**src/soc_pkg.sv**
```systemverilog
package soc_pkg;

	// Bus words
	typedef logic [31:0] addr_t;
	typedef logic [31:0] data_t;

	// Top address nibble picks the slave
	typedef logic [3:0] region_t;

	localparam region_t REGION_RAM   = 4'h1;
	localparam region_t REGION_DMA   = 4'h9;
	localparam region_t REGION_TIMER = 4'hA;

	// AXI response codes
	typedef logic [1:0] resp_t;

	localparam resp_t RESP_OKAY   = 2'd0;
	localparam resp_t RESP_DECERR = 2'd3;

	//==================================================
	// Register offsets from address bits 3:2

	typedef enum logic [1:0] {
		DMA_SOURCE = 2'd0,
		DMA_DEST   = 2'd1,
		// Writing the count starts a copy
		DMA_COUNT  = 2'd2,
		// Bit 0 is busy
		DMA_STATUS = 2'd3
	} dma_reg_e;

	typedef enum logic [1:0] {
		// Read, or write to load the counter
		TIMER_COUNT   = 2'd0,
		TIMER_COMPARE = 2'd1,
		// Bit 0 is enable
		TIMER_CONTROL = 2'd2
	} timer_reg_e;

endpackage

```
**src/soc_bus_if.sv**
```systemverilog
`timescale 1ns/1ns

interface soc_bus_if import soc_pkg::*; ();

	// Driven by the master and held until ready
	logic  request;
	logic  rw;         // high for a write
	addr_t address;
	data_t wdata;

	// Driven by the slave with a one-cycle ready pulse
	data_t rdata;
	logic  ready;

	modport master (
		output request,
		output rw,
		output address,
		output wdata,
		input  rdata,
		input  ready
	);

	modport slave (
		input  request,
		input  rw,
		input  address,
		input  wdata,
		output rdata,
		output ready
	);

endinterface

```
**src/dma.sv**
```systemverilog
`timescale 1ns/1ns

module dma import soc_pkg::*; (
	input logic       i_clock,
	input logic       i_reset,
	soc_bus_if.slave  regs,
	soc_bus_if.master mem
);

	typedef enum logic [1:0] {
		S_IDLE,
		S_READ,
		S_WRITE
	} state_e;

	state_e   state;
	logic     mem_request;
	logic     ready_q;
	data_t    rdata_q;

	// Running addresses and words left
	data_t    source;
	data_t    dest;
	data_t    count;
	data_t    buffer;

	logic     busy;
	logic     reg_access;
	logic     start;
	dma_reg_e reg_sel;

	assign busy = state != S_IDLE;
	assign reg_sel = dma_reg_e'(regs.address[3:2]);
	assign reg_access = regs.request && !ready_q;
	assign start = reg_access && regs.rw && reg_sel == DMA_COUNT && !busy && regs.wdata != '0;

	//==================================================
	// Copy sequencer with one read and one write per word

	always_ff @(posedge i_clock) begin
		if (i_reset) begin
			state <= S_IDLE;
			mem_request <= 1'b0;
			ready_q <= 1'b0;
		end else begin
			ready_q <= reg_access;
			case (state)
				S_IDLE: begin
					if (start)
						state <= S_READ;
				end
				S_READ: begin
					if (mem.ready) begin
						mem_request <= 1'b0;
						state <= S_WRITE;
					end else if (!mem_request) begin
						mem_request <= 1'b1;
					end
				end
				S_WRITE: begin
					if (mem.ready) begin
						mem_request <= 1'b0;
						state <= (count == 32'd1) ? S_IDLE : S_READ;
					end else if (!mem_request) begin
						mem_request <= 1'b1;
					end
				end
				default: state <= S_IDLE;
			endcase
		end
	end

	always_ff @(posedge i_clock) begin
		if (reg_access) begin
			case (reg_sel)
				DMA_SOURCE: rdata_q <= source;
				DMA_DEST:   rdata_q <= dest;
				DMA_COUNT:  rdata_q <= count;
				DMA_STATUS: rdata_q <= {31'b0, busy};
			endcase
		end
		// Registers are locked while a copy runs
		if (reg_access && regs.rw && !busy) begin
			case (reg_sel)
				DMA_SOURCE: source <= regs.wdata;
				DMA_DEST:   dest <= regs.wdata;
				DMA_COUNT:  count <= regs.wdata;
				default: ;
			endcase
		end
		if (state == S_READ && mem.ready)
			buffer <= mem.rdata;
		if (state == S_WRITE && mem.ready) begin
			source <= source + 32'd4;
			dest <= dest + 32'd4;
			count <= count - 32'd1;
		end
	end

	assign regs.ready = ready_q;
	assign regs.rdata = rdata_q;

	assign mem.request = mem_request;
	assign mem.rw = state == S_WRITE;
	assign mem.address = (state == S_WRITE) ? dest : source;
	assign mem.wdata = buffer;

	assert property (@(posedge i_clock) disable iff (i_reset) mem.request |-> count != '0);

endmodule

```
**src/flat_wrapper.sv**
```systemverilog
// flat-port wrapper written by rule: the top's interface ports become plain ports
module dma_flat import soc_pkg::*;
  (i_clock, i_reset, regs_request, regs_rw, regs_address, regs_wdata, regs_rdata, regs_ready, mem_request, mem_rw, mem_address, mem_wdata, mem_rdata, mem_ready);
  soc_bus_if regs_i ();
  soc_bus_if mem_i ();
  input logic i_clock;
  input logic i_reset;
  input wire logic [$bits(regs_i.request)-1:0] regs_request;
  input wire logic [$bits(regs_i.rw)-1:0] regs_rw;
  input wire logic [$bits(regs_i.address)-1:0] regs_address;
  input wire logic [$bits(regs_i.wdata)-1:0] regs_wdata;
  output wire logic [$bits(regs_i.rdata)-1:0] regs_rdata;
  output wire logic [$bits(regs_i.ready)-1:0] regs_ready;
  output wire logic [$bits(mem_i.request)-1:0] mem_request;
  output wire logic [$bits(mem_i.rw)-1:0] mem_rw;
  output wire logic [$bits(mem_i.address)-1:0] mem_address;
  output wire logic [$bits(mem_i.wdata)-1:0] mem_wdata;
  input wire logic [$bits(mem_i.rdata)-1:0] mem_rdata;
  input wire logic [$bits(mem_i.ready)-1:0] mem_ready;
  assign regs_i.request = regs_request;
  assign regs_i.rw = regs_rw;
  assign regs_i.address = regs_address;
  assign regs_i.wdata = regs_wdata;
  assign regs_rdata = regs_i.rdata;
  assign regs_ready = regs_i.ready;
  assign mem_request = mem_i.request;
  assign mem_rw = mem_i.rw;
  assign mem_address = mem_i.address;
  assign mem_wdata = mem_i.wdata;
  assign mem_i.rdata = mem_rdata;
  assign mem_i.ready = mem_ready;
  dma u_core (.i_clock(i_clock), .i_reset(i_reset), .regs(regs_i), .mem(mem_i));
endmodule
```
**config.mk**
```make
export PLATFORM = sky130hd
export DESIGN_NAME = dma_flat
export DESIGN_NICKNAME = d
export VERILOG_FILES = /design/src/soc_pkg.sv /design/src/soc_bus_if.sv /design/src/dma.sv /design/src/flat_wrapper.sv
export SDC_FILE = /design/constraint.sdc
export NUM_CORES = 1
export LEC_CHECK = 0
export BUFFER_PORTS_ARGS = -buffer_cell sky130_fd_sc_hd__buf_2
export CAP_MARGIN = 20
export CORE_ASPECT_RATIO = 1.25
export CORE_MARGIN = 2
export CORE_UTILIZATION = 55
export DETAILED_ROUTE_END_ITERATION = 6
export GPL_TIMING_DRIVEN = 0
export PLACE_DENSITY = 0.8
export SLEW_MARGIN = 20
export SYNTH_ARGS = -nofsm -noshare
export SYNTH_HDL_FRONTEND = slang
export SYNTH_SLANG_ARGS = --single-unit
```
**constraint.sdc**
```tcl
create_clock -name i_clock -period 7.9 [get_ports i_clock]
set_input_delay 2.37 -clock i_clock [delete_from_list [all_inputs] [get_ports i_clock]]
set_output_delay 2.37 -clock i_clock [all_outputs]
set_load 0.05 [all_outputs]
```
==> flow_summary.json, run 1 <==
{
  "worst_path_most_repeated_cell": "sky130_fd_sc_hd__buf_1",
  "post_drt_via_cell_ratio": 6.077,
  "worstSkewPairLatency_ps": 440,
  "ioPinCount": 200,
  "die-width_um": 116.0,
  "setup.worst_path.start": "u_core.state[0]$_SDFFE_PP0P_",
  "ff_latch_area_mm2": 0.004885,
  "critical_path_class": "flip-flop to output pin",
  "fillers": 1204,
  "hold_ws_ps": 498.9,
  "place.port_buffers": 167,
  "run_status": "completed",
  "final-max-slew-violation-count": 0,
  "htree_num_levels": 4,
  "timing.reg2reg.worst_path_depth": 6,
  "cell_with_the_largest_stage_delay_on_the_worst_path": "sky130_fd_sc_hd__buf_1",
  "final.period_utilization": 0.6687,
  "synth.ff_latch_count": 164,
  "final_layout_setup_total_negative_slack_ps": 0,
  "ctsHoldBuffers": 0,
  "seq_area_frac_synth": 0.5664,
  "synth.cell_area_mm2": 0.008625,
  "critPathRequiredTime_ps": 5530,
  "largest_fanout_of_any_net_on_the_critical_path": 10,
  "place.detailed.hpwl_um": 17500,
  "timing.critical_path.from_type": "flip-flop",
  "yosysWarnings": 0,
  "syn-num-nets": 857,
  "postSynth.topFlopCell": "sky130_fd_sc_hd__edfxtp_1",
  "p_per_area_mw_per_mm2": 229.3,
  "crit_end": "mem_address[26]",
  "reg2reg_setup_slack_ps": 5160,
  "clock_path_buffers": 2,
  "syn_to_final_growth_pct": 21.46,
  "end_kind": "output pin",
  "hold_viol": 0,
  "antennaDiodeCount": 0,
  "grt_pass1_vias": 6805,
  "cts_resized": 0,
  "finish.net_count": 1048,
  "drt_first_pass_iters": 6,
  "globalRoute.totalOverflow": 0,
  "final_core_util": 0.6783,
  "setup_violations": 0,
  "antenna_found_initial": 0,
  "drc": 0,
  "clock_tree_from_tritoncts": "built",
  "post_synth_inst_count": 747,
  "timing.critical_path.arrival_ps": 2910,
  "timing.critical_path.slowest_cell_delay_ps": 600,
  "groute.usage.overall": 0.2926,
  "avgRoutedWirePerCell_um": 20.88,
  "rsz_0062_raised_after_global_routing": "false",
  "min_delay_src": "u_core.mem.request$_SDFFE_PP0P_",
  "core.rowCount": 51,
  "cts-root-buf": "sky130_fd_sc_hd__clkbuf_16",
  "finalClockSkew_ps": 6.831,
  "worst_r2r_endpoint": "u_core.source[28]$_DFFE_PP_",
  "antenna_violating_nets_remaining": 0,
  "number_of_drc_markers_after_the_initial_detailed_route_iteration": 921,
  "start_util": 0.5585,
  "routed_wl_um": 24280,
  "gp_routability_congestion": 0.9192,
  "crit-reg2reg-launch": "u_core.source[2]$_DFFE_PP_",
  "timing.final.crit_period_ps": 5283,
  "worst_slew_pin_slew_ps": 1109,
  "setup_fix_buffers_added_after_clock_tree_synthesis": 0,
  "core_area_mm2": 0.01544,
  "ir_worst_vdd_mv": 0.1597,
  "wire_length_of_the_first_global_routing_pass_um": 36110,
  "route.vias.total": 7068,
  "synth.distinct_cells": 46,
  "clk_pin_slew_ps": 70,
  "die_y_um": 144.0,
  "timing.critical_path.cells": "inv_1 -> ha_1 -> buf_1 -> buf_1 -> mux2_2 -> buf_2",
  "grt_max_degree": 33,
  "synth-edff-count": 160,
  "area_of_the_multi_input_gates_mm2": 0.003581,
  "cts_buffer_count": 17,
  "synth.avg_cell_area_um2": 11.55,
  "async_reset_ff_frac": 0,
  "leakagePower_nw": 3.781,
  "die_area_mm2": 0.01671,
  "max_cap_violations": 0,
  "clock-sinks": 164,
  "fmax_mhz": 189.3,
  "worst_hold_path_type": "flip-flop to flip-flop",
  "layout-drive-gt1-share": 0.2723,
  "slew_headroom": 0.2548
}
## cell type report
class / instances / share of cell area
Timing Repair Buffer: 172 / 0.08947
Tap cell: 212 / 0.02532
Sequential cell: 164 / 0.4663
Inverter: 14 / 0.005017
Clock buffer: 17 / 0.04061
Multi-Input combinational cell: 532 / 0.3419
Clock inverter: 15 / 0.01708
Buffer: 37 / 0.01433
## layout by cell type (no fill, tap or decap), types with 5 or more instances in the layout
master	netlist	routed
sky130_fd_sc_hd__nor4_1	14	14
sky130_fd_sc_hd__and3_1	13	13
sky130_fd_sc_hd__edfxtp_1	160	160
sky130_fd_sc_hd__nor4_2	7	6
sky130_fd_sc_hd__nand2_1	60	60
sky130_fd_sc_hd__xor2_1	43	43
sky130_fd_sc_hd__nor3_1	11	11
sky130_fd_sc_hd__clkbuf_1	28	28
sky130_fd_sc_hd__nor2_1	52	52
sky130_fd_sc_hd__xnor2_1	36	36
sky130_fd_sc_hd__inv_1	14	14
sky130_fd_sc_hd__ha_1	9	9
sky130_fd_sc_hd__buf_2	0	167
sky130_fd_sc_hd__nand2b_1	5	5
sky130_fd_sc_hd__a31oi_1	5	5
sky130_fd_sc_hd__nand3_1	22	22
sky130_fd_sc_hd__clkbuf_16	0	17
sky130_fd_sc_hd__a21oi_1	80	80
sky130_fd_sc_hd__inv_8	0	5
sky130_fd_sc_hd__mux2i_1	34	34
sky130_fd_sc_hd__nand4_1	26	26
sky130_fd_sc_hd__buf_1	7	7
sky130_fd_sc_hd__mux2_2	28	28
sky130_fd_sc_hd__o21ai_0	42	41
sky130_fd_sc_hd__inv_6	0	6
## worst max-delay path: cells and delay by family (launching register included)
family / cells / cell delay, ps
fa+ha+maj: 1 / 220
mux: 1 / 410
buf+inv: 4 / 1470
flops: 1 / 360
## worst min path at each step
stage                                      endpoint  cells past startpoint
floorplan              u_core.state[1]$_SDFFE_PP0P_                      2
global placement    u_core.mem.request$_SDFFE_PP0P_                      2
detailed placement  u_core.mem.request$_SDFFE_PP0P_                      2
CTS                 u_core.mem.request$_SDFFE_PP0P_                      2
global route        u_core.mem.request$_SDFFE_PP0P_                      2
finish              u_core.mem.request$_SDFFE_PP0P_                      2
## logic make-up (layout without fill, tap and decap cells)
group,count (synthesis),after routing,share of synthesized area
adder cells (fa/ha/maj),9,9,0.01306
AND/OR/NAND/NOR,243,243,0.1541
buffers and inverters,51,255,0.02350
multiplexers,63,63,0.07863
flip-flops,164,164,0.5664
XOR/XNOR,79,79,0.08023
AO/OA/AOI/OAI,138,138,0.08414
## where the power goes
group          internal [mW]  total [mW]  switching (mW)
logic                  0.130       0.462           0.332
registers               1.04        1.09          0.0468
clock network          0.456       0.855           0.399
total                   1.62        2.40           0.778
## synthesized netlist by cell type, drive strengths merged (9+ instances only)
cell type,count,area (um2)
inv,14,52.55
a21oi,80,400.4
nor2,52,195.2
mux2,28,315.3
nor3,11,55.05
nand3,22,110.1
nor4,23,217.7
edfxtp,160,4805
nand2,60,225.2
ha,9,112.6
xnor2,36,315.3
mux2i,34,340.3
nand4,26,162.7
xor2,43,376.6
o21ai,42,210.2
clkbuf,28,105.1
and3,13,81.33
buf,9,45.05
## metrics by stage
step / power, mW / std cells / area [um2] / setup slack [ps]
finish: 2.402 / 1163 / 10480 / 2617
global placement: 1.544 / 1126 / 9726 / -2111
CTS: 2.399 / 1163 / 10480 / 2662
floorplan: 1.419 / 747 / 8625 / 817.2
global route: 2.468 / 1163 / 10480 / 2540
detailed placement: 1.560 / 1131 / 9871 / 3135
## sequential cells by signal (all words and copies together), names as in the netlist
name                flops
u_core.count           32
u_core.dest            32
u_core.mem.request      1
u_core.mem.wdata       32
u_core.regs.rdata      32
u_core.regs.ready       1
u_core.source          32
u_core.state            2
## metal layers
metal  track usage  part of all wire
met5             0                 0
met4        0.1516             0.050
met3       0.05365              0.10
met2        0.4848              0.48
met1        0.3659              0.36
No activity file was read; power rests on OpenSTA's default activity.
==> inputs of run 2 (changes only) <==
--- a/config.mk
+++ b/config.mk
@@ -5,6 +5,7 @@
 export SDC_FILE = /design/constraint.sdc
 export NUM_CORES = 1
 export LEC_CHECK = 0
+export ABC_AREA = 1
 export BUFFER_PORTS_ARGS = -buffer_cell sky130_fd_sc_hd__buf_2
 export CAP_MARGIN = 20
 export CORE_ASPECT_RATIO = 1.25
==> constraint.sdc (replaced) <==
create_clock -name i_clock -period 5.4 [get_ports i_clock]
set_input_delay 1.62 -clock i_clock [delete_from_list [all_inputs] [get_ports i_clock]]
set_output_delay 1.62 -clock i_clock [all_outputs]
set_load 0.05 [all_outputs]
==> flow_summary.json, run 2 <==
{
  "run_status": "completed",
  "crit-reg2reg-launch": "u_core.state[0]$_SDFFE_PP0P_",
  "async_reset_ff_frac": 0,
  "yosys.area.top_type": "sky130_fd_sc_hd__edfxtp_1",
  "layout.cells.most_common": "sky130_fd_sc_hd__nand2_1",
  "route.vias.total": 8641,
  "slew_headroom": 0.4375,
  "post_synth_inst_count": 1049,
  "cts-root-buf": "sky130_fd_sc_hd__clkbuf_16",
  "worst_slew_pin_slew_ps": 843.7,
  "clock_tree_from_tritoncts": "built",
  "clk_pin_slew_ps": 60,
  "timing.critical_path.arrival_ps": 2800,
  "final-max-slew-violation-count": 0,
  "die_y_um": 148.0,
  "ioPinCount": 200,
  "leakagePower_nw": 4.508,
  "max_cap_violations": 0,
  "yosys.cell_count.top_type": "sky130_fd_sc_hd__nand2_1",
  "groute.usage.overall": 0.3299,
  "start_util": 0.5634,
  "ff_latch_area_mm2": 0.004885,
  "grt_max_degree": 33,
  "cts_buffer_count": 17,
  "rsz_0062_raised_after_global_routing": "false",
  "antenna_violating_nets_remaining": 0,
  "yosys-top-cells-area": "sky130_fd_sc_hd__edfxtp_1 (53%), sky130_fd_sc_hd__nand2_1 (11%), sky130_fd_sc_hd__o21ai_0 (6.5%)",
  "end_kind": "output pin",
  "timing.reg2reg.worst_path_depth": 6,
  "reg2reg_setup_slack_ps": 2800,
  "netlist.area_leader.share": 0.5264,
  "finalClockSkew_ps": 8.238,
  "synth.distinct_cells": 39,
  "ctsHoldBuffers": 0,
  "hold_path_depth": 1,
  "critPathRequiredTime_ps": 3780,
  "clock_path_buffers": 2,
  "cts_resized": 0,
  "hold_ws_ps": 517.6,
  "setup_fix_buffers_added_after_clock_tree_synthesis": 0,
  "gp_routability_congestion": 1.007,
  "yosysWarnings": 0,
  "worst_r2r_endpoint": "u_core.dest[0]$_DFFE_PP_",
  "die_area_mm2": 0.01765,
  "antenna_found_initial": 0,
  "hold_viol": 0,
  "ir_worst_vdd_mv": 0.2237,
  "final_core_util": 0.6775,
  "synth.avg_cell_area_um2": 8.701,
  "seq_area_frac_synth": 0.5352,
  "syn-num-nets": 1159,
  "largest_fanout_of_any_net_on_the_critical_path": 10,
  "antennaDiodeCount": 0,
  "number_of_drc_markers_after_the_initial_detailed_route_iteration": 1259,
  "avgRoutedWirePerCell_um": 19.48,
  "grt_pass1_vias": 8145,
  "synth-edff-count": 160,
  "timing.critical_path.from_type": "flip-flop",
  "worst_hold_path_type": "flip-flop to flip-flop",
  "place.port_buffers": 169,
  "final.period_utilization": 0.8185,
  "wire_length_of_the_first_global_routing_pass_um": 43870,
  "die-width_um": 119.2,
  "timing.final.crit_period_ps": 4420,
  "finish.net_count": 1352,
  "postSynth.topFlopCell": "sky130_fd_sc_hd__edfxtp_1",
  "globalRoute.totalOverflow": 0,
  "drt_first_pass_iters": 5,
  "layout-drive-gt1-share": 0.2072,
  "area_of_the_multi_input_gates_mm2": 0.003665,
  "worstHoldEndpoint": "u_core.regs.ready$_SDFF_PP0_",
  "place.detailed.hpwl_um": 21580,
  "core_area_mm2": 0.01620,
  "htree_num_levels": 4,
  "fillers": 1286,
  "clock-sinks": 164,
  "drc": 0,
  "p_per_area_mw_per_mm2": 407.5,
  "layout.cells.most_common_list": "sky130_fd_sc_hd__nand2_1 (260), sky130_fd_sc_hd__buf_2 (171), sky130_fd_sc_hd__edfxtp_1 (160), sky130_fd_sc_hd__inv_1 (124), sky130_fd_sc_hd__o21ai_0 (115)",
  "setup_violations": 0,
  "synth.top_cells.by_count": "sky130_fd_sc_hd__nand2_1 (260), sky130_fd_sc_hd__edfxtp_1 (160), sky130_fd_sc_hd__inv_1 (125)",
  "synth.ff_latch_count": 164,
  "post_drt_via_cell_ratio": 5.874,
  "core.rowCount": 52,
  "worstSkewPairLatency_ps": 440,
  "fmax_mhz": 226.2,
  "synth.cell_area_mm2": 0.009128,
  "routed_wl_um": 28650,
  "min_delay_src": "u_core.regs.ready$_SDFF_PP0_",
  "syn_to_final_growth_pct": 20.25,
  "critical_path_class": "flip-flop to output pin"
}
==> run 2: final cells by class <==
type | count | share of cell area
multi-input combinational | 722 | 0.3339
inverter | 133 | 0.04560
timing repair buffer | 174 | 0.08846
clock inverter | 14 | 0.01243
buffer | 30 | 0.01083
clock buffer | 18 | 0.03910
tap | 216 | 0.02462
sequential | 164 | 0.4451
==> run 2: per-stage QoR <==
stage	worst slack, ps	TNS [ps]	cell area [um2]	std cells	power [mW]
6_report	980.0	0	10980	1471	4.473
3_5_place_dp	1360	0	10400	1438	3.277
3_3_place_gp	-2428	-187960	10250	1434	3.221
4_1_cts	1087	0	10960	1470	4.450
5_1_grt	891.2	0	10980	1471	4.649
2_1_floorplan	-82.82	-4967	9131	1049	2.821
==> run 2: power breakdown <==
group / switching, mW / internal, mW / total, mW / leakage, nW
Combinational: 1.16 / 0.335 / 1.49 / 2.73
Sequential: 0.142 / 1.65 / 1.80 / 1.52
Clock: 0.508 / 0.676 / 1.18 / 0.263
Total: 1.81 / 2.67 / 4.47 / 4.51
==> run 2: kinds of logic (layout without fill, tap and decap cells) <==
kind of cell,after synthesis,in the layout,synth area share
simple gates,480,480,0.2348
compound gates,222,222,0.1393
flops,164,164,0.5352
buf+inv,163,369,0.06785
xor+xnor,11,11,0.01055
fa+ha+maj,9,9,0.01234
==> run 2: worst max-delay path by stage <==
stage                            startpoint                           to  slack, ps  depth (start not counted)
6_report       u_core.state[0]$_SDFFE_PP0P_              mem_address[25]        980                          7
5_1_grt        u_core.state[0]$_SDFFE_PP0P_              mem_address[18]        890                          7
4_1_cts        u_core.state[0]$_SDFFE_PP0P_              mem_address[25]       1090                          7
3_5_place_dp                   regs_request  u_core.source[16]$_DFFE_PP_       1360                          7
3_3_place_gp                   regs_request  u_core.source[13]$_DFFE_PP_      -2430                          5
2_1_floorplan                  regs_request    u_core.dest[10]$_DFFE_PP_        -80                          4
==> run 2: metal layers <==
metal  vias up  GRT usage  routed length (um)
met4         0     0.1720                1415
met1      3897     0.4128               10690
met5         -          0                   0
met2       651     0.5342               13220
li1       3973          -                   -
met3       120    0.07793                3326
==> run 2: worst max-delay path, cell delays in order (launching register included) <==
cell	delay (ps)
sky130_fd_sc_hd__dfxtp_1	350
sky130_fd_sc_hd__inv_1	110
sky130_fd_sc_hd__ha_1	290
sky130_fd_sc_hd__clkbuf_1	430
sky130_fd_sc_hd__clkbuf_1	570
sky130_fd_sc_hd__nand2_1	120
sky130_fd_sc_hd__o21ai_0	160
sky130_fd_sc_hd__buf_2	330
==> inputs of run 3 (changes only) <==
--- a/config.mk
+++ b/config.mk
@@ -5,15 +5,15 @@
 export SDC_FILE = /design/constraint.sdc
 export NUM_CORES = 1
 export LEC_CHECK = 0
-export ABC_AREA = 1
+export ABC_AREA = 0
 export BUFFER_PORTS_ARGS = -buffer_cell sky130_fd_sc_hd__buf_2
 export CAP_MARGIN = 20
 export CORE_ASPECT_RATIO = 1.25
 export CORE_MARGIN = 2
-export CORE_UTILIZATION = 55
+export CORE_UTILIZATION = 49
 export DETAILED_ROUTE_END_ITERATION = 6
 export GPL_TIMING_DRIVEN = 0
-export PLACE_DENSITY = 0.8
+export PLACE_DENSITY = 0.76
 export SLEW_MARGIN = 20
 export SYNTH_ARGS = -nofsm -noshare
 export SYNTH_HDL_FRONTEND = slang
==> constraint.sdc (replaced) <==
create_clock -name i_clock -period 4 [get_ports i_clock]
set_input_delay 1.2 -clock i_clock [delete_from_list [all_inputs] [get_ports i_clock]]
set_output_delay 1.2 -clock i_clock [all_outputs]
set_load 0.05 [all_outputs]
==> flow_summary.json, run 3 (synthesized netlist as in run 1, its figures left out) <==
{
  "avgRoutedWirePerCell_um": 21.28,
  "worst_r2r_endpoint": "u_core.source[30]$_DFFE_PP_",
  "crit-reg2reg-launch": "u_core.source[2]$_DFFE_PP_",
  "antenna_found_initial": 0,
  "globalRoute.totalOverflow": 0,
  "groute.usage.overall": 0.2653,
  "fillers": 1389,
  "clk_pin_slew_ps": 60,
  "worst_slew_pin_slew_ps": 1119,
  "timing.critical_path.from_type": "flip-flop",
  "layout.cell_area.non_filler_mm2": 0.01053,
  "finalClockSkew_ps": 10.50,
  "clock_path_buffers": 2,
  "fmax_mhz": 260.4,
  "die_y_um": 152.3,
  "syn_to_final_growth_pct": 22.07,
  "layout.cells.most_common": "sky130_fd_sc_hd__buf_2",
  "final_core_util": 0.6063,
  "setup_violations": 0,
  "hold_viol": 0,
  "clock-sinks": 164,
  "worstSkewPairLatency_ps": 440,
  "postPlaceCellArea_mm2": 0.009894,
  "worstHoldEndpoint": "u_core.mem.request$_SDFFE_PP0P_",
  "cts_buffer_count": 17,
  "htree_num_levels": 4,
  "final-max-slew-violation-count": 0,
  "leakagePower_nw": 3.799,
  "clock_tree_from_tritoncts": "built",
  "p_per_area_mw_per_mm2": 458.5,
  "routed_wl_um": 25000,
  "die-width_um": 122.7,
  "worst_hold_path_type": "flip-flop to flip-flop",
  "drt_first_pass_iters": 6,
  "antenna_violating_nets_remaining": 0,
  "gp_routability_congestion": 0.9147,
  "timing.critical_path.arrival_ps": 2640,
  "final_layout_setup_total_negative_slack_ps": 0,
  "route.vias.total": 7045,
  "antennaDiodeCount": 0,
  "place.port_buffers": 167,
  "core.rowCount": 54,
  "grt_max_degree": 33,
  "drc": 0,
  "grt_pass1_vias": 6927,
  "final.period_utilization": 0.9602,
  "min_delay_src": "u_core.mem.request$_SDFFE_PP0P_",
  "number_of_drc_markers_after_the_initial_detailed_route_iteration": 690,
  "reg2reg_setup_slack_ps": 1160,
  "layout.cells.most_common_list": "sky130_fd_sc_hd__buf_2 (169), sky130_fd_sc_hd__edfxtp_1 (160), sky130_fd_sc_hd__a21oi_1 (80), sky130_fd_sc_hd__nand2_1 (60), sky130_fd_sc_hd__nor2_1 (52)",
  "hold_ws_ps": 514.0,
  "cts-root-buf": "sky130_fd_sc_hd__clkbuf_16",
  "critical_path_class": "flip-flop to output pin",
  "start_util": 0.4967,
  "die_area_mm2": 0.01868,
  "place.detailed.hpwl_um": 18280,
  "max_cap_violations": 0,
  "rsz_0062_raised_after_global_routing": "false",
  "post_drt_via_cell_ratio": 5.996,
  "timing.final.crit_period_ps": 3841,
  "end_kind": "output pin",
  "wire_length_of_the_first_global_routing_pass_um": 37170,
  "finish.net_count": 1048,
  "slew_headroom": 0.2480,
  "timing.reg2reg.worst_path_depth": 6,
  "core_area_mm2": 0.01736,
  "ir_worst_vdd_mv": 0.2851,
  "hold_path_depth": 2,
  "layout-drive-gt1-share": 0.2734,
  "ioPinCount": 200,
  "run_status": "completed",
  "largest_fanout_of_any_net_on_the_critical_path": 10,
  "critPathRequiredTime_ps": 2800
}
run 3: changes by cell type in the layout (fill, tap and decap cells not counted), moves of 30 or more:
cell | previous run | this run
sky130_fd_sc_hd__inv_1 | 124 | 14
sky130_fd_sc_hd__o221ai_1 | 30 | 0
sky130_fd_sc_hd__xnor2_1 | 4 | 36
sky130_fd_sc_hd__a21oi_1 | 27 | 80
sky130_fd_sc_hd__nor2_1 | 105 | 52
sky130_fd_sc_hd__mux2i_1 | 0 | 34
sky130_fd_sc_hd__o21ai_0 | 115 | 41
sky130_fd_sc_hd__nand2_1 | 260 | 60
sky130_fd_sc_hd__xor2_1 | 7 | 43
run 3: worst max path at each step:
stage                                       from                     endpoint  slack [ps]  depth (start not counted)
floorplan                           regs_request    u_core.count[0]$_DFFE_PP_         140                          3
finish              u_core.state[0]$_SDFFE_PP0P_              mem_address[29]         160                          6
global route        u_core.state[0]$_SDFFE_PP0P_              mem_address[29]         100                          6
detailed placement               regs_address[2]    u_core.dest[16]$_DFFE_PP_         360                          4
CTS                 u_core.state[0]$_SDFFE_PP0P_              mem_address[29]         220                          6
global placement                    regs_request  u_core.source[20]$_DFFE_PP_       -1170                          4
run 3: layout make-up:
| cell class | instances | area, um2 | area share |
|---|---|---|---|
| clock inverters | 15 | 205.2 | 0.01949 |
| well taps | 224 | 280.3 | 0.02662 |
| repair buffers | 172 | 940.9 | 0.08937 |
| flip-flops and latches | 164 | 4885 | 0.4640 |
| plain buffers | 37 | 152.6 | 0.01450 |
| clock buffers | 17 | 425.4 | 0.04041 |
| inverters | 14 | 52.55 | 0.004992 |
| multi-input cells | 532 | 3586 | 0.3406 |
run 3: power by group:
part,total [mW],internal (mW),switching [mW]
clock,1.76,1.05,0.713
combinational,0.919,0.258,0.662
sequential,2.14,2.05,0.0928
total,4.83,3.36,1.47
run 3: per-stage QoR:
stage	power [mW]	std cells	setup slack, ps
4_1_cts	4.827	1175	217.8
6_report	4.827	1175	159.2
3_5_place_dp	3.088	1143	356.8
5_1_grt	4.961	1175	102.1
3_3_place_gp	3.050	1138	-1173
2_1_floorplan	2.802	747	136.1
run 3: timing repair:
action,CTS,global route
setup endpoints to repair,12,0
hold buffers,0,0
setup buffers,0,0
resized for setup,2,0
run 3: critical path: stages, from the launching register on:
cell                       delay, ps
sky130_fd_sc_hd__dfxtp_1         360
sky130_fd_sc_hd__inv_1            90
sky130_fd_sc_hd__ha_1            250
sky130_fd_sc_hd__buf_2           330
sky130_fd_sc_hd__clkbuf_1        550
sky130_fd_sc_hd__mux2_2          410
sky130_fd_sc_hd__buf_2           210
run 3: metal layers:
layer  up-vias  part of all wire  GRT usage
li1       3166                 -          -
met2       437              0.51     0.4572
met4         0             0.026    0.09633
met3        53             0.089    0.06475
met5         -                 0          0
met1      3389              0.37     0.3178
